**config.mk**
```make
export PLATFORM = sky130hd
export DESIGN_NAME = mul_top
export DESIGN_NICKNAME = d
export VERILOG_FILES = /design/src/mul_pkg.sv /design/src/mul_decode.sv /design/src/mul_unit.sv /design/src/mul_writeback.sv /design/src/mul_top.sv
export VERILOG_INCLUDE_DIRS = /design/src
export SDC_FILE = /design/constraint.sdc
export NUM_CORES = 2
export LEC_CHECK = 0
export ABC_CLOCK_PERIOD_IN_PS = 19020
export BUFFER_PORTS_ARGS = -buffer_cell sky130_fd_sc_hd__buf_2
export CAP_MARGIN = 15
export CORE_MARGIN = 5
export CORE_UTILIZATION = 71
export CTS_CLUSTER_SIZE = 14
export DETAILED_ROUTE_END_ITERATION = 8
export PLACE_DENSITY_LB_ADDON = 0.25
export SLEW_MARGIN = 25
export SYNTH_ARGS = -nofsm -noshare
export SYNTH_HDL_FRONTEND = slang
export SYNTH_SLANG_ARGS = --single-unit
```
**constraint.sdc**
```tcl
create_clock -name clk -period 19.02 [get_ports clk]
set_input_delay 3.804 -clock clk [delete_from_list [all_inputs] [get_ports clk]]
set_output_delay 3.804 -clock clk [all_outputs]
set_load 0.02 [all_outputs]
```
**src/mul_settings.svh**
```systemverilog
/* multiply slice settings
   operand width and depth of the destination tag queue. */

`ifndef MUL_SETTINGS_SVH
`define MUL_SETTINGS_SVH

// width of rs1, rs2 and the write-back data.
`define MUL_XLEN 32

// tag queue depth.
// it must cover every pipeline stage.
// the design supports 2 to 8.
`define MUL_TAG_DEPTH 4

`endif

```
**src/mul_pkg.sv**
```systemverilog
/* multiply slice types
   data widths and funct3 codes shared by decode, unit and write-back. */

`include "mul_settings.svh"

package mul_pkg;

    typedef logic [`MUL_XLEN-1:0] xlen_t;         // register data word.
    typedef logic [`MUL_XLEN:0] ext_operand_t;    // operand plus sign or zero bit.
    typedef logic [2*`MUL_XLEN+1:0] product_t;    // full 33x33 product.
    typedef logic [4:0] reg_addr_t;               // x0 to x31.

    // M extension funct3 codes handled here.
    // codes 4 to 7 are division and are refused by decode.
    typedef enum logic [2:0] {
        MUL    = 3'd0,    // low word, signed x signed.
        MULH   = 3'd1,    // high word, signed x signed.
        MULHSU = 3'd2,    // high word, signed x unsigned.
        MULHU  = 3'd3     // high word, unsigned x unsigned.
    } mul_fn3_t;

endpackage

```
**src/mul_decode.sv**
```systemverilog
/* multiply decode
   maps funct3 to operand signedness and word select, refuses division codes. */

`timescale 1ns/100ps
`include "mul_settings.svh"

module mul_decode (
    input  logic                  clk,
    input  logic                  rst,
    input  logic                  issue_valid,
    input  logic [2:0]            issue_fn3,
    input  mul_pkg::xlen_t        issue_rs1,
    input  mul_pkg::xlen_t        issue_rs2,
    input  logic                  unit_ready,
    input  logic                  tag_space,
    output logic                  issue_ready,
    output logic                  illegal_op,
    output logic                  new_request,
    output mul_pkg::ext_operand_t rs1_ext,
    output mul_pkg::ext_operand_t rs2_ext,
    output logic                  high_sel
);

    logic issue_fire;    // handshake on the issue side.
    logic is_div;        // funct3 4 to 7.
    logic rs1_signed;
    logic rs2_signed;

    assign issue_ready = unit_ready & tag_space;       // both unit and tag queue need room.
    assign issue_fire  = issue_valid & issue_ready;
    assign is_div      = issue_fn3[2];                  // upper half of funct3 is division.
    assign new_request = issue_fire & ~is_div;          // one strobe per accepted multiply.

    assign rs1_signed = (issue_fn3 != mul_pkg::MULHU);  // only mulhu treats rs1 as unsigned.
    assign rs2_signed = (issue_fn3 == mul_pkg::MUL) |
                        (issue_fn3 == mul_pkg::MULH);   // mulhsu and mulhu zero extend rs2.
    assign high_sel   = (issue_fn3 != mul_pkg::MUL);    // everything but mul returns the top.

    // extend to 33 bits so one signed multiplier covers all four codes.
    assign rs1_ext = {issue_rs1[`MUL_XLEN-1] & rs1_signed, issue_rs1};
    assign rs2_ext = {issue_rs2[`MUL_XLEN-1] & rs2_signed, issue_rs2};

    // division is consumed and flagged for one cycle.
    always_ff @(posedge clk) begin
        if (rst) begin
            illegal_op <= 1'b0;
        end else begin
            illegal_op <= issue_fire & is_div;           // pulse only and no result follows.
        end
    end

    // a request on the issue port must carry a defined funct3.
    a_fn3_known: assert property (
        @(posedge clk) disable iff (rst)
        issue_valid |-> !$isunknown(issue_fn3)
    );

endmodule

```
**src/mul_unit.sv**
```systemverilog
/* two-stage multiply unit
   registered operands, registered 66-bit product, stall when write-back holds. */

`timescale 1ns/100ps
`include "mul_settings.svh"

module mul_unit (
    input  logic                  clk,
    input  logic                  rst,
    input  logic                  new_request,
    input  mul_pkg::ext_operand_t rs1_ext,
    input  mul_pkg::ext_operand_t rs2_ext,
    input  logic                  high_sel,
    input  logic                  accepted,
    output logic                  unit_ready,
    output logic                  done,
    output mul_pkg::xlen_t        result
);

    logic [1:0]            valid;      // per-stage occupancy.
    logic [1:0]            advance;    // stage may load this cycle.
    logic [1:0]            high_r;     // word select travelling with the op.
    mul_pkg::ext_operand_t rs1_r;
    mul_pkg::ext_operand_t rs2_r;
    mul_pkg::product_t     product;

    // stage 1 moves when it is empty or its result is taken.
    assign advance[1] = ~valid[1] | accepted;
    // stage 0 moves when it is empty or stage 1 makes room.
    assign advance[0] = ~valid[0] | advance[1];

    // full and stuck only when both stages hold ops and nothing drains.
    assign unit_ready = accepted | ~(&valid);

    always_ff @(posedge clk) begin
        if (rst) begin
            valid <= 2'b00;
        end else begin
            if (advance[0]) begin
                valid[0] <= new_request;                 // bubble if nothing issued.
            end
            if (advance[1]) begin
                valid[1] <= valid[0];
            end
        end
    end

    // stage 0 payload.
    always_ff @(posedge clk) begin
        if (advance[0] && new_request) begin
            rs1_r     <= rs1_ext;
            rs2_r     <= rs2_ext;
            high_r[0] <= high_sel;
        end
    end

    // stage 1 payload, signed 33x33 covers the mixed-sign cases.
    always_ff @(posedge clk) begin
        if (advance[1]) begin
            product   <= $signed(rs1_r) * $signed(rs2_r);
            high_r[1] <= high_r[0];
        end
    end

    assign done   = valid[1];                            // two cycles after acceptance.
    assign result = high_r[1] ? product[2*`MUL_XLEN-1:`MUL_XLEN]
                              : product[`MUL_XLEN-1:0];   // bits 65:64 are never returned.

    // write-back may only take a result that is on offer.
    a_accept_needs_done: assert property (
        @(posedge clk) disable iff (rst)
        accepted |-> done
    );

    // a held result must not change until write-back takes it.
    a_hold_stable: assert property (
        @(posedge clk) disable iff (rst)
        (done && !accepted) |=> (done && $stable(product) && $stable(high_r[1]))
    );

endmodule

```
**src/mul_writeback.sv**
```systemverilog
/* multiply write-back
   in-order destination tag queue, x0 retire, register-file write port. */

`timescale 1ns/100ps
`include "mul_settings.svh"

module mul_writeback (
    input  logic               clk,
    input  logic               rst,
    input  logic               new_request,
    input  mul_pkg::reg_addr_t rd_addr,
    input  logic               done,
    input  mul_pkg::xlen_t     result,
    input  logic               wb_ready,
    output logic               tag_space,
    output logic               accepted,
    output logic               wb_valid,
    output mul_pkg::reg_addr_t wb_rd_addr,
    output mul_pkg::xlen_t     wb_data
);

    localparam int DEPTH = `MUL_TAG_DEPTH;
    localparam int PTR_W = (DEPTH > 1) ? $clog2(DEPTH) : 1;
    localparam int CNT_W = $clog2(DEPTH + 1);

    mul_pkg::reg_addr_t tag_mem [DEPTH];     // destination per op in flight.
    logic [PTR_W-1:0]   wr_ptr;
    logic [PTR_W-1:0]   rd_ptr;
    logic [CNT_W-1:0]   count;
    mul_pkg::reg_addr_t head_tag;
    logic               head_is_x0;

    assign head_tag   = tag_mem[rd_ptr];                 // oldest op is the one in stage 1.
    assign head_is_x0 = (head_tag == '0);
    assign tag_space  = (count != CNT_W'(DEPTH));        // decode stalls when full.

    assign wb_valid   = done & ~head_is_x0;              // x0 writes stay internal.
    assign wb_rd_addr = head_tag;
    assign wb_data    = result;
    assign accepted   = done & (head_is_x0 | wb_ready);  // port handshake or silent drop.

    // tag storage.
    always_ff @(posedge clk) begin
        if (new_request) begin
            tag_mem[wr_ptr] <= rd_addr;
        end
    end

    always_ff @(posedge clk) begin
        if (rst) begin
            wr_ptr <= '0;
            rd_ptr <= '0;
            count  <= '0;
        end else begin
            if (new_request) begin
                wr_ptr <= (wr_ptr == PTR_W'(DEPTH - 1)) ? '0 : wr_ptr + 1'b1;
            end
            if (accepted) begin
                rd_ptr <= (rd_ptr == PTR_W'(DEPTH - 1)) ? '0 : rd_ptr + 1'b1;
            end
            case ({new_request, accepted})
                2'b10:   count <= count + 1'b1;
                2'b01:   count <= count - 1'b1;
                default: count <= count;                 // push and pop together.
            endcase
        end
    end

    // every result from the unit must have a tag waiting for it.
    a_done_has_tag: assert property (
        @(posedge clk) disable iff (rst)
        done |-> (count != '0)
    );

endmodule

```
**src/mul_top.sv**
```systemverilog
/* multiply slice top
   decode feeds the two-stage unit, which feeds the register-file write-back. */

`timescale 1ns/100ps

module mul_top (
    input  logic               clk,
    input  logic               rst,
    input  logic               issue_valid,
    output logic               issue_ready,
    input  logic [2:0]         issue_fn3,
    input  mul_pkg::xlen_t     issue_rs1,
    input  mul_pkg::xlen_t     issue_rs2,
    input  mul_pkg::reg_addr_t issue_rd_addr,
    output logic               illegal_op,
    output logic               wb_valid,
    input  logic               wb_ready,
    output mul_pkg::reg_addr_t wb_rd_addr,
    output mul_pkg::xlen_t     wb_data
);

    logic                  new_request;   // accepted multiply, one cycle.
    logic                  unit_ready;
    logic                  tag_space;
    logic                  high_sel;
    logic                  done;
    logic                  accepted;
    mul_pkg::ext_operand_t rs1_ext;
    mul_pkg::ext_operand_t rs2_ext;
    mul_pkg::xlen_t        result;

    mul_decode u_decode (
        .clk         (clk),
        .rst         (rst),
        .issue_valid (issue_valid),
        .issue_fn3   (issue_fn3),
        .issue_rs1   (issue_rs1),
        .issue_rs2   (issue_rs2),
        .unit_ready  (unit_ready),
        .tag_space   (tag_space),
        .issue_ready (issue_ready),
        .illegal_op  (illegal_op),
        .new_request (new_request),
        .rs1_ext     (rs1_ext),
        .rs2_ext     (rs2_ext),
        .high_sel    (high_sel)
    );

    mul_unit u_unit (
        .clk         (clk),
        .rst         (rst),
        .new_request (new_request),
        .rs1_ext     (rs1_ext),
        .rs2_ext     (rs2_ext),
        .high_sel    (high_sel),
        .accepted    (accepted),
        .unit_ready  (unit_ready),
        .done        (done),
        .result      (result)
    );

    // the same strobe pushes rd, so tags stay in result order.
    mul_writeback u_writeback (
        .clk         (clk),
        .rst         (rst),
        .new_request (new_request),
        .rd_addr     (issue_rd_addr),
        .done        (done),
        .result      (result),
        .wb_ready    (wb_ready),
        .tag_space   (tag_space),
        .accepted    (accepted),
        .wb_valid    (wb_valid),
        .wb_rd_addr  (wb_rd_addr),
        .wb_data     (wb_data)
    );

endmodule

```
======== After elaboration in Yosys (flattened, before gate mapping) ========
Memory sizes are Yosys's and may differ from the RTL's. A register that Yosys moved wholly into a read port is not among the register bits.
Cells that the tools add are included.
cells by class
  $add $sub $neg .......................... 4
  multipliers ............................. 1
  div/mod/pow operators ................... 0
  order comparisons ....................... 0
  equality and inequality tests ........... 7
  shift-type cells ........................ 0
  muxes and demuxes ....................... 8
  bitwise gates (word level) .............. 18
  reductions and logical operators ........ 6
operator list
  cell                                               number
  multiplier 33 x 33 -> 64 bit                       1
  two-way mux 32 bit                                 1
  bitwise AND 1 bit                                  8
  two-way mux 2 bit                                  4
  == test 2 bit (second input constant)              3
  one-hot mux 3 bit (2 select lines)                 1
  zero test 5 bit                                    1
  inverter 1 bit                                     5
  bitwise OR 1 bit                                   5
  adder 2 x 1 -> 2 bit (second input constant)       2
  adder 3 x 1 -> 3 bit (second input constant)       1
  == test 3 x 1 -> 1 bit (second input constant)     1
  zero test 3 bit                                    1
  != test 3 x 2 -> 1 bit (second input constant)     1
  != test 3 bit (second input constant)              1
  nonzero test 3 bit                                 1
  subtractor 3 x 1 -> 3 bit (second input constant)  1
  == test 2 x 1 -> 1 bit (second input constant)     1
  two-way mux 1 bit                                  2
  AND reduction 2 bit                                1
  nonzero test 2 bit                                 1
  logical AND 1 bit                                  1
word-level totals
  bits in registers ....................... 142
  bits in latches ......................... 0
  memory bits (writable) .................. 20
  bits in read-only memories .............. 0
  output and inout bits ................... 40
  logic and storage cells ................. 56
  memories ................................ 1
memories
  name                 words  bits a word  read ports  clocked after Yosys merged registers in  write ports  RTL line             source
  u_writeback.tag_mem  4      5            1           1                                        1            mul_writeback.sv:26  mul_pkg::reg_addr_t tag_mem [DEPTH];

======== Depth between registers and ports, before layout ========
  word-level depth ........................ 9
  mapped depth ............................ 29
  mapped depth without buffers ............ 27

======== By module ========
Synthesis repeated with hierarchy kept, for this count alone.
unflattened totals
  cell total of the unflattened synthesis .. 4,510
  area total of the unflattened synthesis .. 44,772.9 um^2
by module, submodules not included
  module         times used  cells an instance  area an instance (um^2)
  mul_unit       1           4,325              42,739.7
  mul_writeback  1           112                1,485.2
  mul_decode     1           73                 548.0

======== Least setup slack after synthesis ========
Ideal clock, no wire load.
  path kind ............................... input -> output
  start ................................... input wb_ready
  end ..................................... output issue_ready
  data arrival time ....................... 4.243 ns
  path slack .............................. 10.973 ns
  stages .................................. 2
  path buffers ............................ 0
  cell sequence ........................... nor3b_2 > a32oi_4
between the ends
  cells in the longest elaborated chain, start to end .. 4
ends and longest elaborated chain
  item                RTL line             source
  start: declaration  mul_top.sv:17        input logic wb_ready,
  bitwise OR 1 bit    mul_writeback.sv:40  assign accepted = done & (head_is_x0 | wb_ready);
  bitwise AND 1 bit   mul_writeback.sv:40
  bitwise OR 1 bit    mul_unit.sv:33       assign unit_ready = accepted | ~(&valid);
  bitwise AND 1 bit   mul_decode.sv:29     assign issue_ready = unit_ready & tag_space;
  end: declaration    mul_top.sv:10        output logic issue_ready,
Every way passes these cells.

======== Worst setup path in the final report ========
  start ................................... register u_unit.rs2_r[0]
  end ..................................... register u_unit.product[56], data pin
between the ends
  cells in the longest elaborated chain, start to end .. 1
ends and longest elaborated chain
  item                          RTL line        source
  start: declaration            mul_unit.sv:24  mul_pkg::ext_operand_t rs2_r;
  start signal: assignment      mul_unit.sv:52  rs2_r <= rs2_ext;
  multiplier 33 x 33 -> 64 bit  mul_unit.sv:60  product <= $signed(rs1_r) * $signed(rs2_r);
  end signal: assignment        mul_unit.sv:60
  end: declaration              mul_unit.sv:25  mul_pkg::product_t product;
Every way passes these cells.
A chain may end at the register's enable or synchronous reset.

==> flow_summary.yaml <==
outcome:
  status: "finished clean"
floorplanning:
  initial_utilization_pct: 71.29
  io-pin-count: 116
  rows: 91
  core_um2: 61370
  design.die.area_um2: 66680
  die_w_um: 258.2
  die_h_um: 258.2
logic_synthesis:
  synth-seq-cells: 164
  syn_area_um2: 43750
  ys_seq_area_share_pct: 10.98
  ys_warn_count: 0
  synth_edf_count: 152
  syn_inst: 4374
  synth_fp_nets: 5794
  async_flop_share_pct: 0
  avgSynthCellArea_um2: 10.00
  synthDistinctLibCells: 62
  synth_area_leaders: "fa_1 52%, edfxtp_1 10%, inv_1 9.1%"
  synth-main-ff-cell: "edfxtp_1"
  synth_top_area_cell: "fa_1"
  synth_top_cell_area_share_pct: 51.53
sta:
  finalSetupTns_ps: 0
  drv_slew: 0
  fmax_mhz: 110.8
  worst_slew_pin_slew_ps: 984.2
  period_share_pct: 47.45
  hold_violations: 0
  setup_violations: 0
  rsz0062_at_grt: "no"
  max_slew_margin_pct: 34.19
  setup_ws_ps: 9995
  finalCriticalPeriod_ps: 9025
  fin_skew_ps: 18.99
drt:
  ant_nets: 0
  via_count: 29684
  wl_per_cell_um: 20.61
  vias_per_cell: 5.753
  drt_iter0_markers: 2093
  finalWirelength_um: 106400
  dr.pass1.iters: 6
  route.detailed.drc: 0
clock_tree:
  cts_max_level: 4
  cts_sinks: 164
  clockBufferDepth: 2
  cts_tree: "done"
  cts_buffers: 17
  clk_pin_slew_ps: 80
  clk_latency_ps: 510
  cts_root_buf: "clkbuf_16"
  cts_resized: 0
  ctsHoldBuffers: 0
  cts_setup_buffers: 0
grt:
  overflow: 0
  grt_usage_pct: 33.73
  grt_first_pass_wirelength_um: 174900
  grt_antenna_before_repair: 2
  grt_pass1_vias: 32859
  grt_max_degree: 66
critical_path:
  crit_type: "flip-flop to flip-flop"
  r2r_slack_ps: 9990
  cp-end-kind: "flip-flop"
  critPathRequiredTime_ps: 19270
  start_kind: "flip-flop"
  worstPathArrival_ps: 9270
  crit_fanout: 33
finish:
  post-route-util_pct: 74.31
  antennaDiodeCount: 0
  fin_nets: 5777
  drive_gt1_share_pct: 5.973
  area_delta_synth_final_pct: 4.247
min_path:
  hp-class: "flip-flop to flip-flop"
placement:
  place_hpwl_um: 85510
  portBuffers: 115
  dpl_worst_slack_ps: 10090
  place.gp.congestion: 0.9429
run:
  maxCapViolCount: 0
## stage by stage
step	instance area (um^2)	hold WS, ps	cells
after floorplan	43750	400.3	4374
after global placement	44960	402.6	5125
after global routing	45610	447.0	5160
after CTS	45590	420.9	5159
after detailed placement	45010	405.4	5127
final	45610	418.8	5160
## cells in the final DEF (no fill, tap or decap), drive strengths merged, types with 32 or more instances in the layout
cell type and instances:
a21o 35, a21oi 78, and2 547, buf 181, edfxtp 152, fa 1126
ha 218, inv 1074, mux2 32, nand2 571, nor2 43, o21ai 39
xnor2 57
## per-layer routing
layer  vias to the layer above  GRT usage, %  wire [um]
met1                     15346         43.32      39080
met2                      1402         57.01      53470
met3                       328         7.560       9207
met4                         4         13.01       4580
li1                      12604             -          -
met5                         -             0         26
## state kept, by name, summed over array words and instances (netlist names), named ones only
register             flops
u_unit.rs2_r            33
u_writeback.count        3
u_writeback.wr_ptr       2
u_writeback.rd_ptr       2
u_unit.high_r            2
u_writeback.tag_mem     20
u_unit.product          64
u_unit.rs1_r            33
u_decode.illegal_op      1
u_unit.valid             2
## cell type report
class	count	area, um^2
clock inverters	14	156.4
multi-input cells	2926	34120
well taps	790	988.4
fillers	4280	15760
repair buffers	181	1106
inverters	1067	4005
clock buffers	18	429.2
flip-flops and latches	164	4805
## path summary, 6_finish.rpt
| check | startpoint | end | cells past startpoint |
|---|---|---|---|
| max | u_unit.rs2_r[0]$_DFFE_PP_ | u_unit.product[56]$_DFFE_PP_ | 24 |
| min | u_unit.high_r[0]$_DFFE_PP_ | u_unit.high_r[1]$_DFFE_PP_ | 0 |
| max reg2reg | u_unit.rs2_r[0]$_DFFE_PP_ | u_unit.product[56]$_DFFE_PP_ | 24 |
| min reg2reg | u_unit.high_r[0]$_DFFE_PP_ | u_unit.high_r[1]$_DFFE_PP_ | 0 |
## synth_stat cells, types with 2 or more instances
cell and number:
o31ai_1 2, nor3_1 5, nand3_1 12, and3_1 6, or4_1 2, mux4_2 5
or3_1 4, o21ai_0 29, inv_1 1066, clkbuf_1 213, xnor2_1 57, dfxtp_1 12
o21bai_1 11, buf_1 3, a21oi_1 78, o31a_1 2, o21a_1 8, nor3b_1 3
edfxtp_1 152, xor2_1 23, nand4_1 9, nand2b_1 12, o31ai_2 2, mux2_2 32
a21o_1 35, a211oi_1 6, nor2_1 41, nor2b_1 30, mux2i_1 2, ha_1 218
o211ai_1 4, nand2_1 570, and2_1 547, fa_1 1126, a31oi_1 11, o21ai_1 10
## cells by family (layout without fill, tap and decap cells)
family / Yosys count / count (layout) / share of synthesized area (%)
compound gates: 214 / 214 / 3.097
simple gates: 1249 / 1249 / 14.40
mux: 39 / 39 / 1.127
flops: 164 / 164 / 10.98
fa+ha+maj: 1344 / 1344 / 57.76
buf+inv: 1284 / 1280 / 11.03
xor+xnor: 80 / 80 / 1.602
## critical path, stage by stage, from the launching register on
cell,delay [ps]
edfxtp_1,970
nand2_1,200
inv_1,170
fa_1,490
fa_1,560
fa_1,880
inv_1,230
fa_1,850
inv_1,360
fa_1,550
fa_1,500
fa_1,510
inv_1,60
fa_1,470
inv_1,40
ha_1,320
and3_1,230
nand2_1,80
o21ai_0,110
o21a_1,130
a31oi_1,390
o21ai_1,180
a21o_1,200
a21oi_1,170
xnor2_1,80
Power is left out: the tool's default activity adds up to more than one toggle a clock period on the data nets, which glitch-free logic cannot reach.
